--- src/logic/cpu_bus_pkg.sv ---
// ==============================
// Bus widths, reset vector, flags, sequencer states
// ==============================

package cpu_bus_pkg;

  typedef logic [15:0] addr_t;
  typedef logic [7:0]  byte_t;
  typedef logic [7:0]  status_t;

  // First opcode fetch after reset
  localparam addr_t RESET_VECTOR = 16'h4000;

  localparam int FLAG_N = 7;
  localparam int FLAG_Z = 1;
  localparam int FLAG_C = 0;

  // Unused bit 5 reads as one
  localparam status_t STATUS_BASE = 8'h20;

  typedef enum logic [3:0] {
    FETCH_OP, LATCH_OP, FETCH_LO, LATCH_LO, FETCH_HI, LATCH_HI,
    FETCH_DATA, LATCH_DATA, EXECUTE, STORE, HALTED, ERROR
  } seq_state_e;

endpackage

--- src/logic/cpu_isa_pkg.sv ---
// ==============================
// Opcode fields, opcode and mode codes, op classes
// ==============================

package cpu_isa_pkg;

  typedef logic [2:0] op_field_t;
  typedef logic [2:0] mode_field_t;

  // cc field of aaabbbcc
  localparam logic [1:0] GROUP_CTRL = 2'b00;
  localparam logic [1:0] GROUP_ALU  = 2'b01;
  localparam logic [1:0] GROUP_RMW  = 2'b10;

  // bbb codes of group one unless marked RMW
  localparam mode_field_t BBB_RMW_IMM = 3'b000;
  localparam mode_field_t BBB_ZP      = 3'b001;
  localparam mode_field_t BBB_IMM     = 3'b010;
  localparam mode_field_t BBB_ABS     = 3'b011;
  localparam mode_field_t BBB_ZP_X    = 3'b101;
  localparam mode_field_t BBB_ABS_Y   = 3'b110;
  localparam mode_field_t BBB_ABS_X   = 3'b111;

  // aaa codes shared by STA/STX and LDA/LDX
  localparam op_field_t AAA_STORE  = 3'b100;
  localparam op_field_t AAA_LOAD_X = 3'b101;

  // Single-byte opcodes
  localparam logic [7:0] OPC_BRK = 8'h00;
  localparam logic [7:0] OPC_CLC = 8'h18;
  localparam logic [7:0] OPC_SEC = 8'h38;
  localparam logic [7:0] OPC_JMP = 8'h4c;
  localparam logic [7:0] OPC_DEY = 8'h88;
  localparam logic [7:0] OPC_TXA = 8'h8a;
  localparam logic [7:0] OPC_TYA = 8'h98;
  localparam logic [7:0] OPC_TAY = 8'ha8;
  localparam logic [7:0] OPC_TAX = 8'haa;
  localparam logic [7:0] OPC_INY = 8'hc8;
  localparam logic [7:0] OPC_DEX = 8'hca;
  localparam logic [7:0] OPC_INX = 8'he8;
  localparam logic [7:0] OPC_NOP = 8'hea;

  typedef enum logic [2:0] {
    MODE_IMPLIED, MODE_IMMEDIATE, MODE_ZP, MODE_ZP_X, MODE_ABS, MODE_ABS_X, MODE_ABS_Y
  } addr_mode_e;

  // First eight entries follow the group one aaa order
  typedef enum logic [4:0] {
    OP_ORA, OP_AND, OP_EOR, OP_ADC, OP_STA, OP_LDA, OP_CMP, OP_SBC,
    OP_LDX, OP_STX, OP_CLC, OP_SEC, OP_TAX, OP_TXA, OP_TAY, OP_TYA,
    OP_INX, OP_INY, OP_DEX, OP_DEY, OP_NOP, OP_JMP, OP_BRK
  } op_class_e;

endpackage

--- src/logic/exec_if.sv ---
// ==============================
// Execute control and results
// ==============================
`timescale 1ns/1ps

interface exec_if
  import cpu_bus_pkg::*;
  import cpu_isa_pkg::*;
();

  // Sequencer side
  op_class_e op;
  byte_t     operand;
  logic      execute;

  // Datapath side
  byte_t     store_data;
  byte_t     index_x;
  byte_t     index_y;
  status_t   status;

  modport seq (output op, operand, execute, input store_data, index_x, index_y);

  modport dp (input op, operand, execute, output store_data, index_x, index_y, status);

endinterface

--- src/logic/alu_datapath.sv ---
// ==============================
// A, X, Y, flags and ALU
// ==============================
`timescale 1ns/1ps

module alu_datapath
  import cpu_bus_pkg::*;
  import cpu_isa_pkg::*;
(
  input  logic  raw_clk,
  input  logic  button_reset,
  exec_if.dp    ex,
  output byte_t acc
);

  byte_t      a_q;
  byte_t      x_q;
  byte_t      y_q;
  logic       n_q;
  logic       z_q;
  logic       c_q;
  byte_t      addend;
  byte_t      result;
  logic [8:0] sum;
  logic       carry_in;
  logic       c_next;
  logic       write_a;
  logic       write_x;
  logic       write_y;
  logic       write_c;
  logic       compare;
  logic       update_nz;

  // SBC and CMP add the inverted operand and CMP forces the carry in
  assign addend   = (ex.op == OP_SBC || ex.op == OP_CMP) ? ~ex.operand : ex.operand;
  assign carry_in = (ex.op == OP_CMP) ? 1'b1 : c_q;
  assign sum      = {1'b0, a_q} + {1'b0, addend} + {8'h00, carry_in};

  always_comb
  begin
    result  = sum[7:0];
    c_next  = sum[8];
    write_a = 1'b0;
    write_x = 1'b0;
    write_y = 1'b0;
    write_c = 1'b0;
    compare = 1'b0;
    case (ex.op)
      OP_ORA:
        begin
          result  = a_q | ex.operand;
          write_a = 1'b1;
        end
      OP_AND:
        begin
          result  = a_q & ex.operand;
          write_a = 1'b1;
        end
      OP_EOR:
        begin
          result  = a_q ^ ex.operand;
          write_a = 1'b1;
        end
      OP_ADC, OP_SBC:
        begin
          write_a = 1'b1;
          write_c = 1'b1;
        end
      OP_CMP:
        begin
          compare = 1'b1;
          write_c = 1'b1;
        end
      OP_LDA:
        begin
          result  = ex.operand;
          write_a = 1'b1;
        end
      OP_LDX:
        begin
          result  = ex.operand;
          write_x = 1'b1;
        end
      OP_TAX:
        begin
          result  = a_q;
          write_x = 1'b1;
        end
      OP_TXA:
        begin
          result  = x_q;
          write_a = 1'b1;
        end
      OP_TAY:
        begin
          result  = a_q;
          write_y = 1'b1;
        end
      OP_TYA:
        begin
          result  = y_q;
          write_a = 1'b1;
        end
      OP_INX:
        begin
          result  = x_q + 8'd1;
          write_x = 1'b1;
        end
      OP_INY:
        begin
          result  = y_q + 8'd1;
          write_y = 1'b1;
        end
      OP_DEX:
        begin
          result  = x_q - 8'd1;
          write_x = 1'b1;
        end
      OP_DEY:
        begin
          result  = y_q - 8'd1;
          write_y = 1'b1;
        end
      OP_CLC:
        begin
          c_next  = 1'b0;
          write_c = 1'b1;
        end
      OP_SEC:
        begin
          c_next  = 1'b1;
          write_c = 1'b1;
        end
      // Stores, jumps, BRK and NOP leave the registers alone
      default: ;
    endcase
  end

  assign update_nz = write_a | write_x | write_y | compare;

  always_ff @(posedge raw_clk)
  begin
    if (!button_reset)
    begin
      a_q <= '0;
      x_q <= '0;
      y_q <= '0;
      n_q <= 1'b0;
      z_q <= 1'b0;
      c_q <= 1'b0;
    end
    else if (ex.execute)
    begin
      if (write_a) a_q <= result;
      if (write_x) x_q <= result;
      if (write_y) y_q <= result;
      if (update_nz)
      begin
        n_q <= result[7];
        z_q <= (result == 8'h00);
      end
      if (write_c) c_q <= c_next;
    end
  end

  always_comb
  begin
    ex.status         = STATUS_BASE;
    ex.status[FLAG_N] = n_q;
    ex.status[FLAG_Z] = z_q;
    ex.status[FLAG_C] = c_q;
  end

  assign ex.store_data = (ex.op == OP_STX) ? x_q : a_q;
  assign ex.index_x    = x_q;
  assign ex.index_y    = y_q;
  assign acc           = a_q;

  a_single_execute: assert property (@(posedge raw_clk) disable iff (!button_reset)
    ex.execute |=> !ex.execute);

  a_known_op: assert property (@(posedge raw_clk) disable iff (!button_reset)
    ex.execute |-> !$isunknown(ex.op));

endmodule

--- src/logic/bus_sequencer.sv ---
// ==============================
// Bus sequencer FSM, PC and effective address
// ==============================
`timescale 1ns/1ps

module bus_sequencer
  import cpu_bus_pkg::*;
  import cpu_isa_pkg::*;
(
  input  logic  raw_clk,
  input  logic  button_reset,
  input  logic  button_halt,
  input  byte_t mem_rdata,
  output addr_t mem_address,
  output byte_t mem_wdata,
  output logic  mem_write,
  output addr_t pc,
  output logic  halted,
  output logic  fault,
  exec_if.seq   ex
);

  seq_state_e state;
  byte_t      opcode_q;
  byte_t      operand_q;
  byte_t      decode_byte;
  byte_t      zp_addr;
  addr_t      ea_q;
  addr_t      abs_addr;
  op_class_e  op;
  addr_mode_e mode;
  logic       illegal;
  logic       is_store;

  // Decode straight off the bus while the opcode is being latched
  assign decode_byte = (state == LATCH_OP) ? mem_rdata : opcode_q;

  opcode_decoder u_decoder (
    .opcode  (decode_byte),
    .op      (op),
    .mode    (mode),
    .illegal (illegal)
  );

  assign is_store = (op == OP_STA) || (op == OP_STX);

  // Zero page X wraps inside page zero
  assign zp_addr  = (mode == MODE_ZP_X) ? mem_rdata + ex.index_x : mem_rdata;
  assign abs_addr = {mem_rdata, operand_q} +
                    ((mode == MODE_ABS_X) ? {8'h00, ex.index_x} :
                     (mode == MODE_ABS_Y) ? {8'h00, ex.index_y} : 16'h0000);

  assign mem_address = (state == FETCH_DATA || state == LATCH_DATA || state == STORE) ?
                       ea_q : pc;
  assign mem_wdata   = ex.store_data;
  assign halted      = (state == HALTED);
  assign fault       = (state == ERROR);

  assign ex.op      = op;
  assign ex.operand = operand_q;
  assign ex.execute = (state == EXECUTE);

  always_ff @(posedge raw_clk)
  begin
    if (!button_reset)
    begin
      state     <= FETCH_OP;
      pc        <= RESET_VECTOR;
      opcode_q  <= OPC_NOP;
      mem_write <= 1'b0;
    end
    else
    begin
      mem_write <= 1'b0;
      case (state)
        FETCH_OP: state <= button_halt ? LATCH_OP : HALTED;
        LATCH_OP:
          begin
            opcode_q <= mem_rdata;
            pc       <= pc + 16'd1;
            if (illegal)
              state <= ERROR;
            else if (mode == MODE_IMPLIED)
              state <= EXECUTE;
            else
              state <= FETCH_LO;
          end
        FETCH_LO: state <= LATCH_LO;
        LATCH_LO:
          begin
            // Low address byte or immediate value
            operand_q <= mem_rdata;
            pc        <= pc + 16'd1;
            ea_q      <= {8'h00, zp_addr};
            case (mode)
              MODE_IMMEDIATE:    state <= EXECUTE;
              MODE_ZP, MODE_ZP_X: state <= FETCH_DATA;
              default:           state <= FETCH_HI;
            endcase
          end
        FETCH_HI: state <= LATCH_HI;
        LATCH_HI:
          begin
            if (op == OP_JMP)
            begin
              pc    <= {mem_rdata, operand_q};
              state <= FETCH_OP;
            end
            else
            begin
              pc    <= pc + 16'd1;
              ea_q  <= abs_addr;
              state <= FETCH_DATA;
            end
          end
        // Stores present ea once without using the read data
        FETCH_DATA: state <= is_store ? EXECUTE : LATCH_DATA;
        LATCH_DATA:
          begin
            operand_q <= mem_rdata;
            state     <= EXECUTE;
          end
        EXECUTE:
          begin
            if (op == OP_BRK)
              state <= HALTED;
            else if (is_store)
            begin
              state     <= STORE;
              mem_write <= 1'b1;
            end
            else
              state <= FETCH_OP;
          end
        STORE:  state <= FETCH_OP;
        HALTED: state <= button_halt ? HALTED : FETCH_OP;
        default: state <= ERROR;
      endcase
    end
  end

  a_write_in_store: assert property (@(posedge raw_clk) disable iff (!button_reset)
    mem_write |-> state == STORE);

  a_pc_held: assert property (@(posedge raw_clk) disable iff (!button_reset)
    state == HALTED |=> $stable(pc));

endmodule

--- src/logic/cpu_core.sv ---
// ==============================
// CPU top level
// ==============================
`timescale 1ns/1ps

module cpu_core
  import cpu_bus_pkg::*;
(
  input  logic    raw_clk,
  input  logic    button_reset,
  input  logic    button_halt,
  input  byte_t   mem_rdata,
  output addr_t   mem_address,
  output byte_t   mem_wdata,
  output logic    mem_write,
  output byte_t   acc,
  output status_t status,
  output addr_t   pc,
  output logic    halted,
  output logic    fault
);

  exec_if ex_bus ();

  bus_sequencer u_sequencer (
    .raw_clk      (raw_clk),
    .button_reset (button_reset),
    .button_halt  (button_halt),
    .mem_rdata    (mem_rdata),
    .mem_address  (mem_address),
    .mem_wdata    (mem_wdata),
    .mem_write    (mem_write),
    .pc           (pc),
    .halted       (halted),
    .fault        (fault),
    .ex           (ex_bus.seq)
  );

  alu_datapath u_datapath (
    .raw_clk      (raw_clk),
    .button_reset (button_reset),
    .ex           (ex_bus.dp),
    .acc          (acc)
  );

  assign status = ex_bus.status;

endmodule

--- src/logic/opcode_decoder.sv ---
// ==============================
// Opcode to op class and mode
// ==============================
`timescale 1ns/1ps

module opcode_decoder
  import cpu_bus_pkg::*;
  import cpu_isa_pkg::*;
(
  input  byte_t      opcode,
  output op_class_e  op,
  output addr_mode_e mode,
  output logic       illegal
);

  op_field_t   aaa;
  mode_field_t bbb;
  logic [1:0]  cc;

  assign aaa = opcode[7:5];
  assign bbb = opcode[4:2];
  assign cc  = opcode[1:0];

  always_comb
  begin
    op      = OP_NOP;
    mode    = MODE_IMPLIED;
    illegal = 1'b0;
    case (cc)
      GROUP_ALU:
        begin
          op = op_class_e'({2'b00, aaa});
          case (bbb)
            BBB_ZP:    mode = MODE_ZP;
            BBB_IMM:   mode = MODE_IMMEDIATE;
            BBB_ABS:   mode = MODE_ABS;
            BBB_ZP_X:  mode = MODE_ZP_X;
            BBB_ABS_Y: mode = MODE_ABS_Y;
            BBB_ABS_X: mode = MODE_ABS_X;
            // Indirect modes are not supported
            default:   illegal = 1'b1;
          endcase
          // No immediate store
          if (aaa == AAA_STORE && bbb == BBB_IMM)
            illegal = 1'b1;
        end
      GROUP_RMW:
        begin
          case (opcode)
            OPC_TXA: op = OP_TXA;
            OPC_TAX: op = OP_TAX;
            OPC_DEX: op = OP_DEX;
            OPC_NOP: op = OP_NOP;
            default:
              begin
                op = (aaa == AAA_STORE) ? OP_STX : OP_LDX;
                case (bbb)
                  BBB_RMW_IMM: mode = MODE_IMMEDIATE;
                  BBB_ZP:      mode = MODE_ZP;
                  BBB_ABS:     mode = MODE_ABS;
                  default:     illegal = 1'b1;
                endcase
                if (aaa != AAA_STORE && aaa != AAA_LOAD_X)
                  illegal = 1'b1;
                if (aaa == AAA_STORE && bbb == BBB_RMW_IMM)
                  illegal = 1'b1;
              end
          endcase
        end
      GROUP_CTRL:
        begin
          case (opcode)
            OPC_BRK: op = OP_BRK;
            OPC_JMP:
              begin
                op   = OP_JMP;
                mode = MODE_ABS;
              end
            OPC_CLC: op = OP_CLC;
            OPC_SEC: op = OP_SEC;
            OPC_TYA: op = OP_TYA;
            OPC_DEY: op = OP_DEY;
            OPC_TAY: op = OP_TAY;
            OPC_INY: op = OP_INY;
            OPC_INX: op = OP_INX;
            default: illegal = 1'b1;
          endcase
        end
      default: illegal = 1'b1;
    endcase
  end

endmodule

--- config.mk ---
export PLATFORM = sky130hd
export DESIGN_NAME = cpu_core
export DESIGN_NICKNAME = d
export VERILOG_FILES = /design/src/logic/cpu_bus_pkg.sv /design/src/logic/cpu_isa_pkg.sv /design/src/logic/exec_if.sv /design/src/logic/alu_datapath.sv /design/src/logic/bus_sequencer.sv /design/src/logic/cpu_core.sv /design/src/logic/opcode_decoder.sv
export SDC_FILE = /design/constraint.sdc
export NUM_CORES = 1
export LEC_CHECK = 0
export BUFFER_PORTS_ARGS = -buffer_cell sky130_fd_sc_hd__buf_4
export CORE_UTILIZATION = 50
export CTS_CLUSTER_SIZE = 16
export DETAILED_ROUTE_END_ITERATION = 10
export GPL_TIMING_DRIVEN = 0
export PLACE_DENSITY = 0.69
export SLEW_MARGIN = 20
export SYNTH_ARGS = -nofsm -noshare
export SYNTH_HDL_FRONTEND = slang
export SYNTH_SLANG_ARGS = --single-unit
--- constraint.sdc ---
create_clock -name raw_clk -period 8.35 [get_ports raw_clk]
set_input_delay 0.4175 -clock raw_clk [delete_from_list [all_inputs] [get_ports raw_clk]]
set_output_delay 0.4175 -clock raw_clk [all_outputs]
set_load 0.005 [all_outputs]
; Word-level counts from Yosys, hierarchy flattened
; Cells that the tools add are included.
[classes]
mux = 47
reduce_logical = 37
bitwise = 9
n_addsub = 9
n_eq_ne = 61
[ops]
columns = op, count
row1 = $pmux 8 s11, 1
row2 = $eq 8x8->1 const B, 9
row3 = $mux 16, 4
row4 = $pmux 16 s2, 2
row5 = $pmux 5 s9, 1
row6 = $pmux 4 s11, 1
row7 = $eq 5x4->1 const B, 8
row8 = $mux 8, 5
row9 = $eq 5x5->1 const B, 6
row10 = $mux 4, 7
row11 = $eq 5x3->1 const B, 4
row12 = $pmux 5 s4, 1
row13 = $eq 3x3->1 const B, 6
row14 = $pmux 3 s3, 2
row15 = $pmux 3 s6, 1
row16 = $add 16x1->16 const B, 1
row17 = $add 16x16->16, 1
row18 = $add 8x1->8 const B, 2
row19 = $eq 4x3->1 const B, 4
row20 = $eq 4x4->1 const B, 4
row21 = $logic_not 8->1, 2
row22 = $sub 8x1->8 const B, 2
row23 = $mux 1, 15
row24 = $pmux 5 s3, 1
row25 = other kinds (42), 73
[totals]
wordCells = 175
out_inout_bits = 59
input_bits = 11
ff_bits = 80

; Depth between registers and ports, before layout
; Gate-level depths: netlist (run 1).
[depth]
ltp_word = 13
mapped_depth = 24
depth_no_buf = 20

; Hierarchy
; Synthesis (run 1) repeated with hierarchy kept, for this count alone.
[hier_totals]
hier_cells = 952
hier_area_um2 = 7692.4
[modules_own_cells]
columns = mod, cells_per_inst, instances, area_each_um2, seq_area_each_um2
row1 = bus_sequencer, 450, 1, 3853.7, 1301.2
row2 = alu_datapath, 422, 1, 3359.5, 540.5
row3 = opcode_decoder, 80, 1, 479.2, 0.0

; Worst setup path after synthesis (run 1)
; Ideal clock, no wire load.
[synth_path]
path_type = register -> register
start = register u_sequencer.state[2]
end = register u_sequencer.ea_q[13] (data pin)
t_arrival_ps = 4588
stages_incl_launch_ff = 24
path_buffers = 4
period_less_slack_ps = 4854
setup_slack_ps = 3496
setup_ps = 266
required_ps = 8084
cell_sequence = dfxtp_1 buf_6 or4b_1 buf_2 buf_6 buf_6 mux2_2 nor3b_2 o21bai_1 a21oi_1 inv_1 nor3_2 a22o_1 ha_1 a21o_1 a21oi_1 o21bai_1 a21oi_1 o21bai_1 a21o_1 a21oi_1 and4b_1 xnor2_1 nor2_1
[synth_between]
elab_chain_len = 12
elab_cells_between_ends = 32
cone_classes = add/sub (1) / eq/ne (18) / mux (10) / reduce/logical (3)
[synth_lines]
columns = element, line
row1 = "start, declared", bus_sequencer.sv:23  ; seq_state_e state;
row2 = "start signal, assigned", bus_sequencer.sv:76  ; FETCH_OP: state <= button_halt ? LATCH_OP : HALTED;
row3 = "start signal, assigned", bus_sequencer.sv:117  ; FETCH_DATA: state <= is_store ? EXECUTE : LATCH_DATA;
row4 = "start signal, assigned", bus_sequencer.sv:136  ; HALTED: state <= button_halt ? HALTED : FETCH_OP;
row5 = $eq 4x1->1, bus_sequencer.sv:36  ; assign decode_byte = (state == LATCH_OP) ? mem_rdata : opcode_q;
row6 = $mux 8, --
row7 = "$eq 8x8->1, or another cell as far along", opcode_decoder.sv:49  ; case (opcode)
row8 = $reduce_or 4->1 (no line) / $pmux 3 s3 (equally long branches), --
row9 = $mux 3, opcode_decoder.sv:49
row10 = $pmux 3 s3, opcode_decoder.sv:29  ; case (cc)
row11 = $eq 3x3->1, bus_sequencer.sv:51  ; (mode == MODE_ABS_Y) ? {8'h00, ex.index_y} : 16'h0000);
row12 = $mux 8, bus_sequencer.sv:51
row13 = $mux 16, bus_sequencer.sv:50  ; ((mode == MODE_ABS_X) ? {8'h00, ex.index_x} :
row14 = $add 16x16->16, bus_sequencer.sv:49  ; assign abs_addr = {mem_rdata, operand_q} +
row15 = $mux 16, bus_sequencer.sv:104  ; if (op == OP_JMP)
row16 = $pmux 16 s2 (*), bus_sequencer.sv:75  ; case (state)
row17 = "end signal, assigned", bus_sequencer.sv:94  ; ea_q <= {8'h00, zp_addr};
row18 = "end signal, assigned", bus_sequencer.sv:112  ; ea_q <= abs_addr;
row19 = "end, declared", bus_sequencer.sv:28  ; addr_t ea_q;
; Every way passes the cells marked *; elsewhere a longest branch is shown, timed or not. The select of a mux whose other input is x is not followed.
; A chain may end at the register's enable or synchronous reset.

; Worst setup path in the final report (run 1)
[layout_path]
start = register u_sequencer.state[1]
end = register u_sequencer.ea_q[13] (data pin)
; Same word-level chain as after synthesis.

==> summary.md, run 1 <==
| Metric | Value |
|---|---|
| Worst Path Max Fanout | 10 |
| H-tree lvl count | 3 |
| Placed cells | 1,246 |
| HPWL after detailed placement | 20.8 mm |
| Placement-stage cell area | 0.00864 mm² |
| Slew Limit Fails | 0 |
| Synth unique cells | 95 |
| Cts bufs inserted | 9 |
| Post-DRT Antenna Nets | 0 |
| IO Pins | 70 |
| Sum Neg Setup Slack | 0 ps |
| Final Non-Filler Cells | 1,262 |
| Slew Limit Headroom | 34.5% |
| GR Util All Layers | 34.7% |
| Synth Area in XOR/XNOR | 4.90% |
| Core area | 0.0153 mm² |
| Crit path cell chain | or4b_1, buf_2, buf_6, buf_6, mux2_2, nor3b_2, o21bai_1, a21oi_1, inv_1, nor3_2, a22o_1, ha_1, a21o_1, a21oi_1, o21bai_1, a21oi_1, o21bai_1, a21o_1, a21oi_1, and4b_1, xnor2_1, nor2_1 |
| Vias/cell | 6.32 |
| Startpoint types | register |
| Flops & latches, synth | 80 |
| Largest net degree at the start of global routing | 17 |
| Final min period | 5870 ps |
| GP Congestion | 0.992 |
| Final setup vio count | 0 |
| Synth Area in Simple Gates | 23.2% |
| Critical path's most frequent cell | a21oi_1 |
| Final nets | 1,114 |
| Port Buffers | 64 |
| CTS sink cnt | 80 |
| Layout Skew | 12.1 ps |
| Cts repair resizes | 0 |
| Placement row count | 45 |
| Slowest Stage Delay on Critical Path | 560 ps |
| Ys flop type | dfxtp_1 |
| CP required | 8440 ps |
| DR DRC count | 0 |
| Pwr dens | 290 mW/mm² |
| Worst-Margin Slew | 977 ps |
| Area delta synth->final | 14.0% |
| CP Capture Type | register |
| Tcrit/Tclk final | 70.3% |
| GRT overflow | 0 |
| Gate Count Post-Synth | 968 |
| Compound-Gate Fraction of Synth Area | 25.8% |
| Max_cap viols | 0 |
| CTS root buf | clkbuf_16 |
| Hold WC Path Type | in -> reg |
| Highest clock rate | 170 MHz |
| Clock transition at path regs | 70 ps |
| Die H | 127 µm |
| Post-route cell area | 0.00897 mm² |
| Wirelength per Cell | 21.7 µm |
| Antenna diodes | 0 |
| Synthesized area | 0.00787 mm² |
| Synth Area per Inst | 8.13 µm² |
| Drt first pass iters | 6 |
| Sequential share of the synthesized area | 23.4% |
| Multiplexer share of the synthesized area | 6.54% |
| YS warnings | 0 |
| Total number of vias | 7,970 |
| Status | finished clean |
| Post-synth EDFFs | 24 |
| Clock Tree Buf Depth | 2 |
| Share of cells above drive strength 1 | 15.4% |
| Post-synthesis adder-cell area fraction | 9.64% |
| Lkg Pwr | 3.88 nW |
| Critical path class | reg -> reg |
| VDD IR max | 0.192 mV |
| Width of the die | 127 µm |
| Skew-Pair Late Insertion Delay | 360 ps |
| Drt initial violations | 1,002 |
| Ys async rst share | 0% |
| RSZ-0062 raised after global routing | false |
| Largest family of logic cells by synthesized area | compound AO/OA/AOI/OAI gates |
| First-pass GRT wire length | 42.7 mm |
| DIE AREA | 0.0162 mm² |
| CTS tree | done |
| Post-Route WL | 27.4 mm |
| Vias in the first global route | 7,407 |
| Post-cts hold buffer count | 0 |
| Fin. Hold Viols | 0 |
| Worst EP arrival | 5960 ps |
| Initial Utilization | 51.6% |
| CP max stage cell | or4b_1 |
| Setup Buffers After CTS | 0 |
| Initial antenna violation count | 0 |
[cell usage in the layout, fill, tap and decap left out, types with 13 or more instances in the layout]
cell	Yosys	final
buf_2	13	13
dfxtp_1	56	56
xnor2_1	31	31
a21oi_1	73	73
buf_4	9	73
nor3_1	21	21
clkbuf_1	35	35
nand2_1	79	79
and3_1	16	16
mux2_2	19	19
o211a_1	17	17
nand3_1	22	22
nor2_1	73	73
inv_1	45	45
xor2_1	13	13
ha_1	51	51
mux2i_1	26	26
edfxtp_1	24	24
and2_1	23	23
nor3b_1	15	14
o21ai_0	73	73
nor2b_1	25	25
[critical path, delay by kind of cell (launching register included)]
| family | cells | cell delay, ps |
|---|---|---|
| simple gates | 5 | 1700 |
| fa+ha+maj | 1 | 250 |
| compound gates | 10 | 2090 |
| xor+xnor | 1 | 180 |
| buf+inv | 4 | 600 |
| flops | 1 | 410 |
| mux | 1 | 330 |
[sequential cells by signal, summed over array words and instances (netlist names)]
signal,flops
u_datapath.acc,8
u_datapath.c_q,1
u_datapath.ex.index_x,8
u_datapath.ex.index_y,8
u_datapath.n_q,1
u_datapath.z_q,1
u_sequencer.ea_q,16
u_sequencer.ex.operand,8
u_sequencer.mem_write,1
u_sequencer.opcode_q,8
u_sequencer.pc,16
u_sequencer.state,4
[power by group]
part | switching [W] | internal, W | leakage [nW]
registers | 0.0000944 | 0.000453 | 0.672
clock network | 0.000186 | 0.000266 | 0.162
logic | 0.000993 | 0.000607 | 3.05
[stage by stage]
stage	util [%]	setup slack (ps)	hold WS (ps)	power (W)
after floorplan	-	3500	461	0.00164
after global placement	56.5	2240	510	0.00210
after detailed placement	56.6	2620	510	0.00210
after CTS	58.8	2520	289	0.00255
after global routing	58.8	2060	292	0.00273
final	58.8	2480	298	0.00260
[Yosys cell counts, types with 17 or more instances]
master	number	area share [%]
mux2i_1	26	3.3
nor2_1	73	3.5
nand3_1	22	1.4
o21ai_0	73	4.6
nand2_1	79	3.8
xnor2_1	31	3.5
dfxtp_1	56	14
and2_1	23	1.8
nor2b_1	25	2.0
nor3_1	21	1.3
a21oi_1	73	4.6
o211a_1	17	2.2
clkbuf_1	35	1.7
ha_1	51	8.1
edfxtp_1	24	9.2
inv_1	45	2.1
mux2_2	19	2.7
[logic make-up after synthesis]
group | count (synthesis)
fa+ha+maj | 57
simple gates | 335
mux | 48
other cells | 2
xor+xnor | 44
buf+inv | 112
flops | 80
compound gates | 290
[final cells by class]
type,instances,area [µm²]
plain buffers,67,339
clock buffers,9,225
clock inverters,7,103
fillers,1458,6290
inverters,45,169
multi-input cells,779,5550
flip-flops and latches,80,1840
well taps,211,264
repair buffers,64,480
[layer usage]
layer / wire length, µm / GRT usage (%)
met5: 0 / 0
met4: 1090 / 16.4
met3: 2380 / 5.44
met2: 12300 / 55.1
met1: 11600 / 46.0
[path summary, 6_finish.rpt]
kind / startpoint / end / slack (ps) / depth (start not counted)
worst max-delay path: u_sequencer.state[1] / u_sequencer.ea_q[13] / 2480 / 22
worst max register to register: u_sequencer.state[1] / u_sequencer.ea_q[13] / 2480 / 22
worst min-delay path: mem_rdata[0] / u_sequencer.ex.operand[0] / 300 / 1
worst min register to register: u_datapath.n_q / u_datapath.n_q / 520 / 2
Power figures use the tool's default switching activity.
==> run 2: changes to the inputs <==
Settings changed: ABC_AREA from default to 1.
Clock period 8.35 ns to 6.1 ns, I/O delays scaled along.
==> summary.md, run 2 <==
| Metric | Value |
|---|---|
| Status | finished clean |
| Worst Path Max Fanout | 8 (-2) |
| Largest net degree at the start of global routing | 17 (unchanged) |
| Yosys top cell area share | 15.0% (+0.72 points) |
| Area leader, netlist | dfxtp_1 |
| Reg area | 0.00184 mm² (unchanged) |
| Post-synth EDFFs | 24 (unchanged) |
| Initial antenna violation count | 0 (unchanged) |
| GR Util All Layers | 30.2% (-4.4 points) |
| CTS root buf | clkbuf_16 |
| Final nets | 1,274 (+14%) |
| Critical path origin | u_sequencer.state[1] |
| Core area | 0.0146 mm² (-4.4%) |
| Startpoint types | register |
| Internal | 0.00197 W (+49%) |
| Synth unique cells | 51 (-46%) |
| Worst setup endpoint | u_sequencer.ea_q[14] |
| First-pass GRT wire length | 36.8 mm (-14%) |
| Most common cell after layout, fill and taps aside | nand2_1 |
| Post-DRT Antenna Nets | 0 (unchanged) |
| Slowest Stage Delay on Critical Path | 360 ps (-200 ps) |
| Area delta synth->final | 14.9% |
| DIE AREA | 0.0155 mm² (-4.7%) |
| Placement row count | 44 (-2.2%) |
| Highest clock rate | 180 MHz (+5.4%) |
| Multi-input gate area | 0.00476 mm² (-14%) |
| Clock transition at path regs | 60 ps (about the same) |
| Wirelength per Cell | 16.5 µm (-24%) |
| Port Buffers | 64 (unchanged) |
| Setup Buffers After CTS | 0 (unchanged) |
| Drt first pass iters | 6 (unchanged) |
| Flops & latches, synth | 80 (unchanged) |
| Cts bufs inserted | 9 (unchanged) |
| Worst EP arrival | 5660 ps (-300 ps) |
| Tcrit/Tclk final | 91.3% (+21 points) |
| Clock Tree Buf Depth | 2 (unchanged) |
| Flop2flop setup slack | 530 ps (-1950 ps) |
| VDD IR max | 0.334 mV (+74%) |
| Die H | 124 µm (-2.4%) |
| H-tree lvl count | 3 (unchanged) |
| Layout fillers | 1,488 (+2.1%) |
| Largest regs | u_sequencer.ea_q: 16 flops, u_sequencer.pc: 16 flops |
| Max_cap viols | 0 (unchanged) |
| Gate Count Post-Synth | 1,127 (+16%) |
| Slew Limit Fails | 0 (unchanged) |
| Cts repair resizes | 0 (unchanged) |
| CP Capture Type | register |
| GRT overflow | 0 (unchanged) |
| R2R Path Start | u_sequencer.state[1] |
| IO Pins | 70 (unchanged) |
| Synth Area per Inst | 6.64 µm² (-18%) |
| R2R depth | 36 (+64%) |
| Setup ws final | 530 ps (-1950 ps) |
| Lkg Pwr | 4.22 nW (+8.8%) |
| Sum Neg Setup Slack | 0 ps (unchanged) |
| CP max stage cell | o22ai_1 |
| Ys async rst share | 0% (unchanged) |
| Sw Pwr | 0.00216 W (+70%) |
| Share of cells above drive strength 1 | 15.1% (-0.30 points) |
| CTS tree | done |
| Synth cell count leaders | 204 x nand2_1, 181 x inv_1, 124 x nor2_1 |
| Antenna diodes | 0 (unchanged) |
| Pwr dens | 480 mW/mm² (+66%) |
| GP Congestion | 0.952 (-3.9%) |
| RSZ-0062 raised after global routing | false |
| CP required | 6190 ps (-2250 ps) |
| Vias/cell | 5.44 (-14%) |
| Worst-Margin Slew | 854 ps (-123 ps) |
| Pre-CTS WS | 712 ps (-1900 ps) |
| YS warnings | 0 (unchanged) |
| Post-cts hold buffer count | 0 (unchanged) |
| Hold WC Path Type | in -> reg |
| Clock Power Share | 16.2% (-1.2 points) |
| Layout Skew | 11.1 ps (-1.07 ps) |
| Critical path class | reg -> reg |
| Reg-to-Reg End | u_sequencer.ea_q[14] |
| Width of the die | 124 µm (-2.4%) |
| Seq pwr share | 19.4% (-1.7 points) |
| Vias in the first global route | 6,914 (-6.7%) |
| Total number of vias | 7,589 (-4.8%) |
| Switching part of the total | 52.3% (+3.3 points) |
| CTS sink cnt | 80 (unchanged) |
| Most frequent cells in the layout | 204 x nand2_1, 181 x inv_1, 124 x nor2_1 |
| Synth top area cells | dfxtp_1 15%, nand2_1 10%, edfxtp_1 9.6% |
| DR DRC count | 0 (unchanged) |
| Post-Route WL | 22.9 mm (-16%) |
| Combinational power share | 64.4% (+2.9 points) |
| Synthesized area | 0.00749 mm² (-4.8%) |
| Skew-Pair Late Insertion Delay | 350 ps (about the same) |
| HPWL after detailed placement | 18.5 mm (-11%) |
| Sequential share of the synthesized area | 24.6% (+1.2 points) |
| Final min period | 5570 ps (-301 ps) |
| Initial Utilization | 51.3% (-0.23 points) |
| Ys flop type | dfxtp_1 |
| Fin. Hold Viols | 0 (unchanged) |
| Most frequent cell after synthesis | nand2_1 |
| Slew Limit Headroom | 43.0% (+8.5 points) |
| Final setup vio count | 0 (unchanged) |
| Hold_ws | 176 ps (-123 ps) |
| Drt initial violations | 689 (-31%) |
==> run 2: stage by stage <==
step,cells,area (µm²),util (%),total power [W]
after floorplan,1130,7500,-,0.00263
after detailed placement,1379,8230,56.4,0.00341
final,1395,8600,59.0,0.00413
after global routing,1395,8600,59.0,0.00445
after CTS,1395,8600,59.0,0.00408
after global placement,1378,8210,56.3,0.00339
==> run 2: worst min-delay path by stage <==
stage	slack, ps	depth (start not counted)	endpoint	start
finish	180	1	u_sequencer.ex.operand[7]	mem_rdata[7]
global route	180	1	u_sequencer.ex.operand[0]	mem_rdata[0]
CTS	170	1	u_sequencer.ex.operand[0]	mem_rdata[0]
detailed placement	490	2	u_datapath.z_q	u_datapath.z_q
global placement	490	2	u_datapath.z_q	u_datapath.z_q
floorplan	400	0	u_sequencer.ex.operand[0]	mem_rdata[0]
==> run 2: power groups by stage <==
stage	Sequential [W]	Combinational, W	Clock, W
floorplan	0.000768	0.00187	0
global route	0.000817	0.00294	0.000695
CTS	0.000798	0.00261	0.000673
detailed placement	0.000809	0.00260	0
global placement	0.000808	0.00258	0
finish	0.000803	0.00266	0.000670
==> run 2: critical path, delay by kind of cell (launching register included) <==
| kind | cells | cell delay (ps) |
|---|---|---|
| AOI/OAI and AO/OA | 7 | 1020 |
| and+or+nand+nor | 22 | 2990 |
| buffers and inverters | 5 | 550 |
| DFF | 1 | 300 |
| adders and majority gates | 2 | 470 |
==> run 2: cell type report <==
cell class,instances,area share [%]
inverters,196,8.58
well taps,184,2.68
clock buffers,12,3.11
plain buffers,33,2.02
flip-flops and latches,80,21.4
repair buffers,65,5.67
multi-input cells,821,55.4
clock inverters,4,1.15
==> run 2: cells by family after synthesis <==
group / synth area share [%]
simple gates: 30.1
xor+xnor: 4.56
fa+ha+maj: 10.1
buf+inv: 12.2
compound gates: 17.9
flops: 24.6
mux: 0.451
other cells: 0.100
==> run 2: routing by layer <==
layer / part of all wire [%] / GRT usage [%] / up-vias
met4: 2.6 / 11.0 / 0
met2: 46 / 48.9 / 310
li1: - / - / 3803
met5: 0 / 0 / -
met3: 7.1 / 3.39 / 38
met1: 45 / 41.4 / 3438
==> run 3: changes to the inputs <==
Settings changed: GPL_TIMING_DRIVEN 0 to default, PLACE_DENSITY 0.69 to 0.72.
Clock period 6.1 ns to 4.45 ns, I/O delays scaled along.
==> summary.md, run 3 (same netlist as run 2, synthesis figures left out) <==
| Metric | Value |
|---|---|
| Clock Tree Buf Depth | 2 (unchanged) |
| Skew-Pair Late Insertion Delay | 350 ps (about the same) |
| CP Capture Type | register |
| Drt first pass iters | 5 (-1) |
| Slew Limit Headroom | 32.2% (-11 points) |
| Initial Utilization | 51.3% (unchanged) |
| VDD IR max | 0.462 mV (+38%) |
| Area delta synth->final | 27.6% |
| Sum Neg Setup Slack | 0 ps (unchanged) |
| Share of cells above drive strength 1 | 26.4% (+11 points) |
| Width of the die | 124 µm (unchanged) |
| Core area | 0.0146 mm² (unchanged) |
| Status | finished clean |
| Layout Skew | 8.12 ps (-2.93 ps) |
| RSZ-0062 raised after global routing | true |
| Slew Limit Fails | 0 (unchanged) |
| HPWL after detailed placement | 19.1 mm (+3.2%) |
| Antenna diodes | 0 (unchanged) |
| Met3 WL | 1.90 mm (+17%) |
| GRT overflow | 0 (unchanged) |
| Total number of vias | 8,215 (+8.2%) |
| Worst EP arrival | 4490 ps (-1170 ps) |
| Fin util | 65.5% (+6.5 points) |
| GP Congestion | 0.973 (+2.2%) |
| Worst Path Max Fanout | 6 (-2) |
| GR Util All Layers | 31.7% (+1.5 points) |
| Final nets | 1,344 (+5.5%) |
| WL met1 | 10.8 mm (+6.0%) |
| Cts bufs inserted | 9 (unchanged) |
| Highest clock rate | 228 MHz (+27%) |
| CTS sink cnt | 80 (unchanged) |
| Max Used Layer | met4 |
| Pwr dens | 679 mW/mm² (+41%) |
| Post-DRT Antenna Nets | 0 (unchanged) |
| WL met2 | 11.7 mm (+12%) |
| Critical path class | reg -> reg |
| Drt initial violations | 814 (+18%) |
| Slowest Stage Delay on Critical Path | 360 ps (about the same) |
| Vias/cell | 5.61 (+3.1%) |
| Setup ws final | 58.6 ps (-472 ps) |
| Largest regs | u_sequencer.ea_q: 16 flops, u_sequencer.pc: 16 flops |
| Clock transition at path regs | 60 ps (about the same) |
| Port Buffers | 64 (unchanged) |
| Wirelength per Cell | 17.5 µm (+6.5%) |
| Hold WC Path Type | in -> reg |
| Most frequent cells in the layout | 188 x nand2_1, 176 x inv_1, 157 x buf_4 |
| Placement row count | 44 (unchanged) |
| Pre-CTS WS | -92.7 ps (-805 ps) |
| Most common cell after layout, fill and taps aside | nand2_1 |
| First-pass GRT wire length | 38.5 mm (+4.7%) |
| CP max stage cell | dfxtp_2 |
| Critical path's most frequent cell | nand2_1 |
| Initial antenna violation count | 0 (unchanged) |
| Lkg Pwr | 4.64 nW (+9.9%) |
| Startpoint types | register |
| Post-Route WL | 25.7 mm (+12%) |
| Final setup vio count | 0 (unchanged) |
| Final min period | 4390 ps (-1180 ps) |
| H-tree lvl count | 3 (unchanged) |
| Fin. Hold Viols | 0 (unchanged) |
| CP required | 4550 ps (-1640 ps) |
| Die H | 124 µm (unchanged) |
| IO Pins | 70 (unchanged) |
| DIE AREA | 0.0155 mm² (unchanged) |
| Vias in the first global route | 7,298 (+5.6%) |
| Max_cap viols | 0 (unchanged) |
| CTS root buf | clkbuf_16 |
| Largest net degree at the start of global routing | 31 (+14) |
| Tcrit/Tclk final | 98.7% (+7.4 points) |
| Worst-Margin Slew | 1020 ps (+163 ps) |
| DR DRC count | 0 (unchanged) |
| CTS tree | done |
[run 3: cell types whose count changed in the layout (fill, tap and decap cells not counted), moves of 5 or more]
cell	delta
nand2_2	+6
nand2_1	-16
nor2_1	-13
a21oi_2	+5
nand2_4	+6
nand3_1	-6
nand2_8	+5
nor2_4	+9
a21oi_1	-5
buf_4	+83
nor2_2	+6
clkbuf_1	-19
inv_1	-5
[run 3: layout make-up]
type | count | area (µm²)
Multi-Input combinational cell | 824 | 5170
Fill cell | 1313 | 5040
Sequential cell | 80 | 1850
Timing Repair Buffer | 165 | 1290
Inverter | 196 | 747
Clock buffer | 13 | 250
Tap cell | 184 | 230
Clock inverter | 3 | 18.8
[run 3: critical path: cells and delay by family (launching register included)]
family | cells | cell delay (ps)
adder cells (fa/ha/maj) | 1 | 350
AND/OR/NAND/NOR | 25 | 2430
AO/OA/AOI/OAI | 5 | 710
buffers and inverters | 2 | 280
flip-flops | 1 | 360
[run 3: worst paths after layout]
path                                      startpoint                        end  slack [ps]  cells after the start
worst max-delay path            u_sequencer.state[2]       u_sequencer.ea_q[15]          60                     33
worst min register to register        u_datapath.z_q             u_datapath.z_q         480                      2
worst max register to register  u_sequencer.state[2]       u_sequencer.ea_q[15]          60                     33
worst min-delay path                    mem_rdata[0]  u_sequencer.ex.operand[0]          90                      1
[run 3: power by group]
group	total (W)	switching (W)	internal [W]	leakage (nW)
clock network	0.000709	0.000315	0.000394	0.130
registers	0.00112	0.000212	0.000910	0.676
logic	0.00466	0.00286	0.00180	3.84
total	0.00649	0.00339	0.00310	4.64
[run 3: repair_timing]
item | CTS | global route
gates cloned | 1 | 2
gates resized for setup | 7 | 100
pin swaps | 1 | 52
hold buffers | 0 | 0
setup endpoints to repair | 4 | 21
endpoints found under the hold margin | 0 | 0
setup buffers | 0 | 34
[run 3: metrics by stage]
step / power [W] / hold slack (ps) / area, µm² / cells
after CTS: 0.00589 / 81.0 / 8870 / 1430
after global routing: 0.00689 / 87.3 / 9550 / 1465
after detailed placement: 0.00514 / 441 / 8570 / 1413
after global placement: 0.00511 / 442 / 8570 / 1413
after floorplan: 0.00361 / 321 / 7500 / 1130
final: 0.00649 / 93.2 / 9550 / 1465
[run 3: routing by layer]
metal / track usage [%] / up-vias
met4: 15.7 / 0
met5: 0 / -
met3: 4.81 / 86
met2: 50.4 / 388
li1: - / 3946
met1: 41.9 / 3795
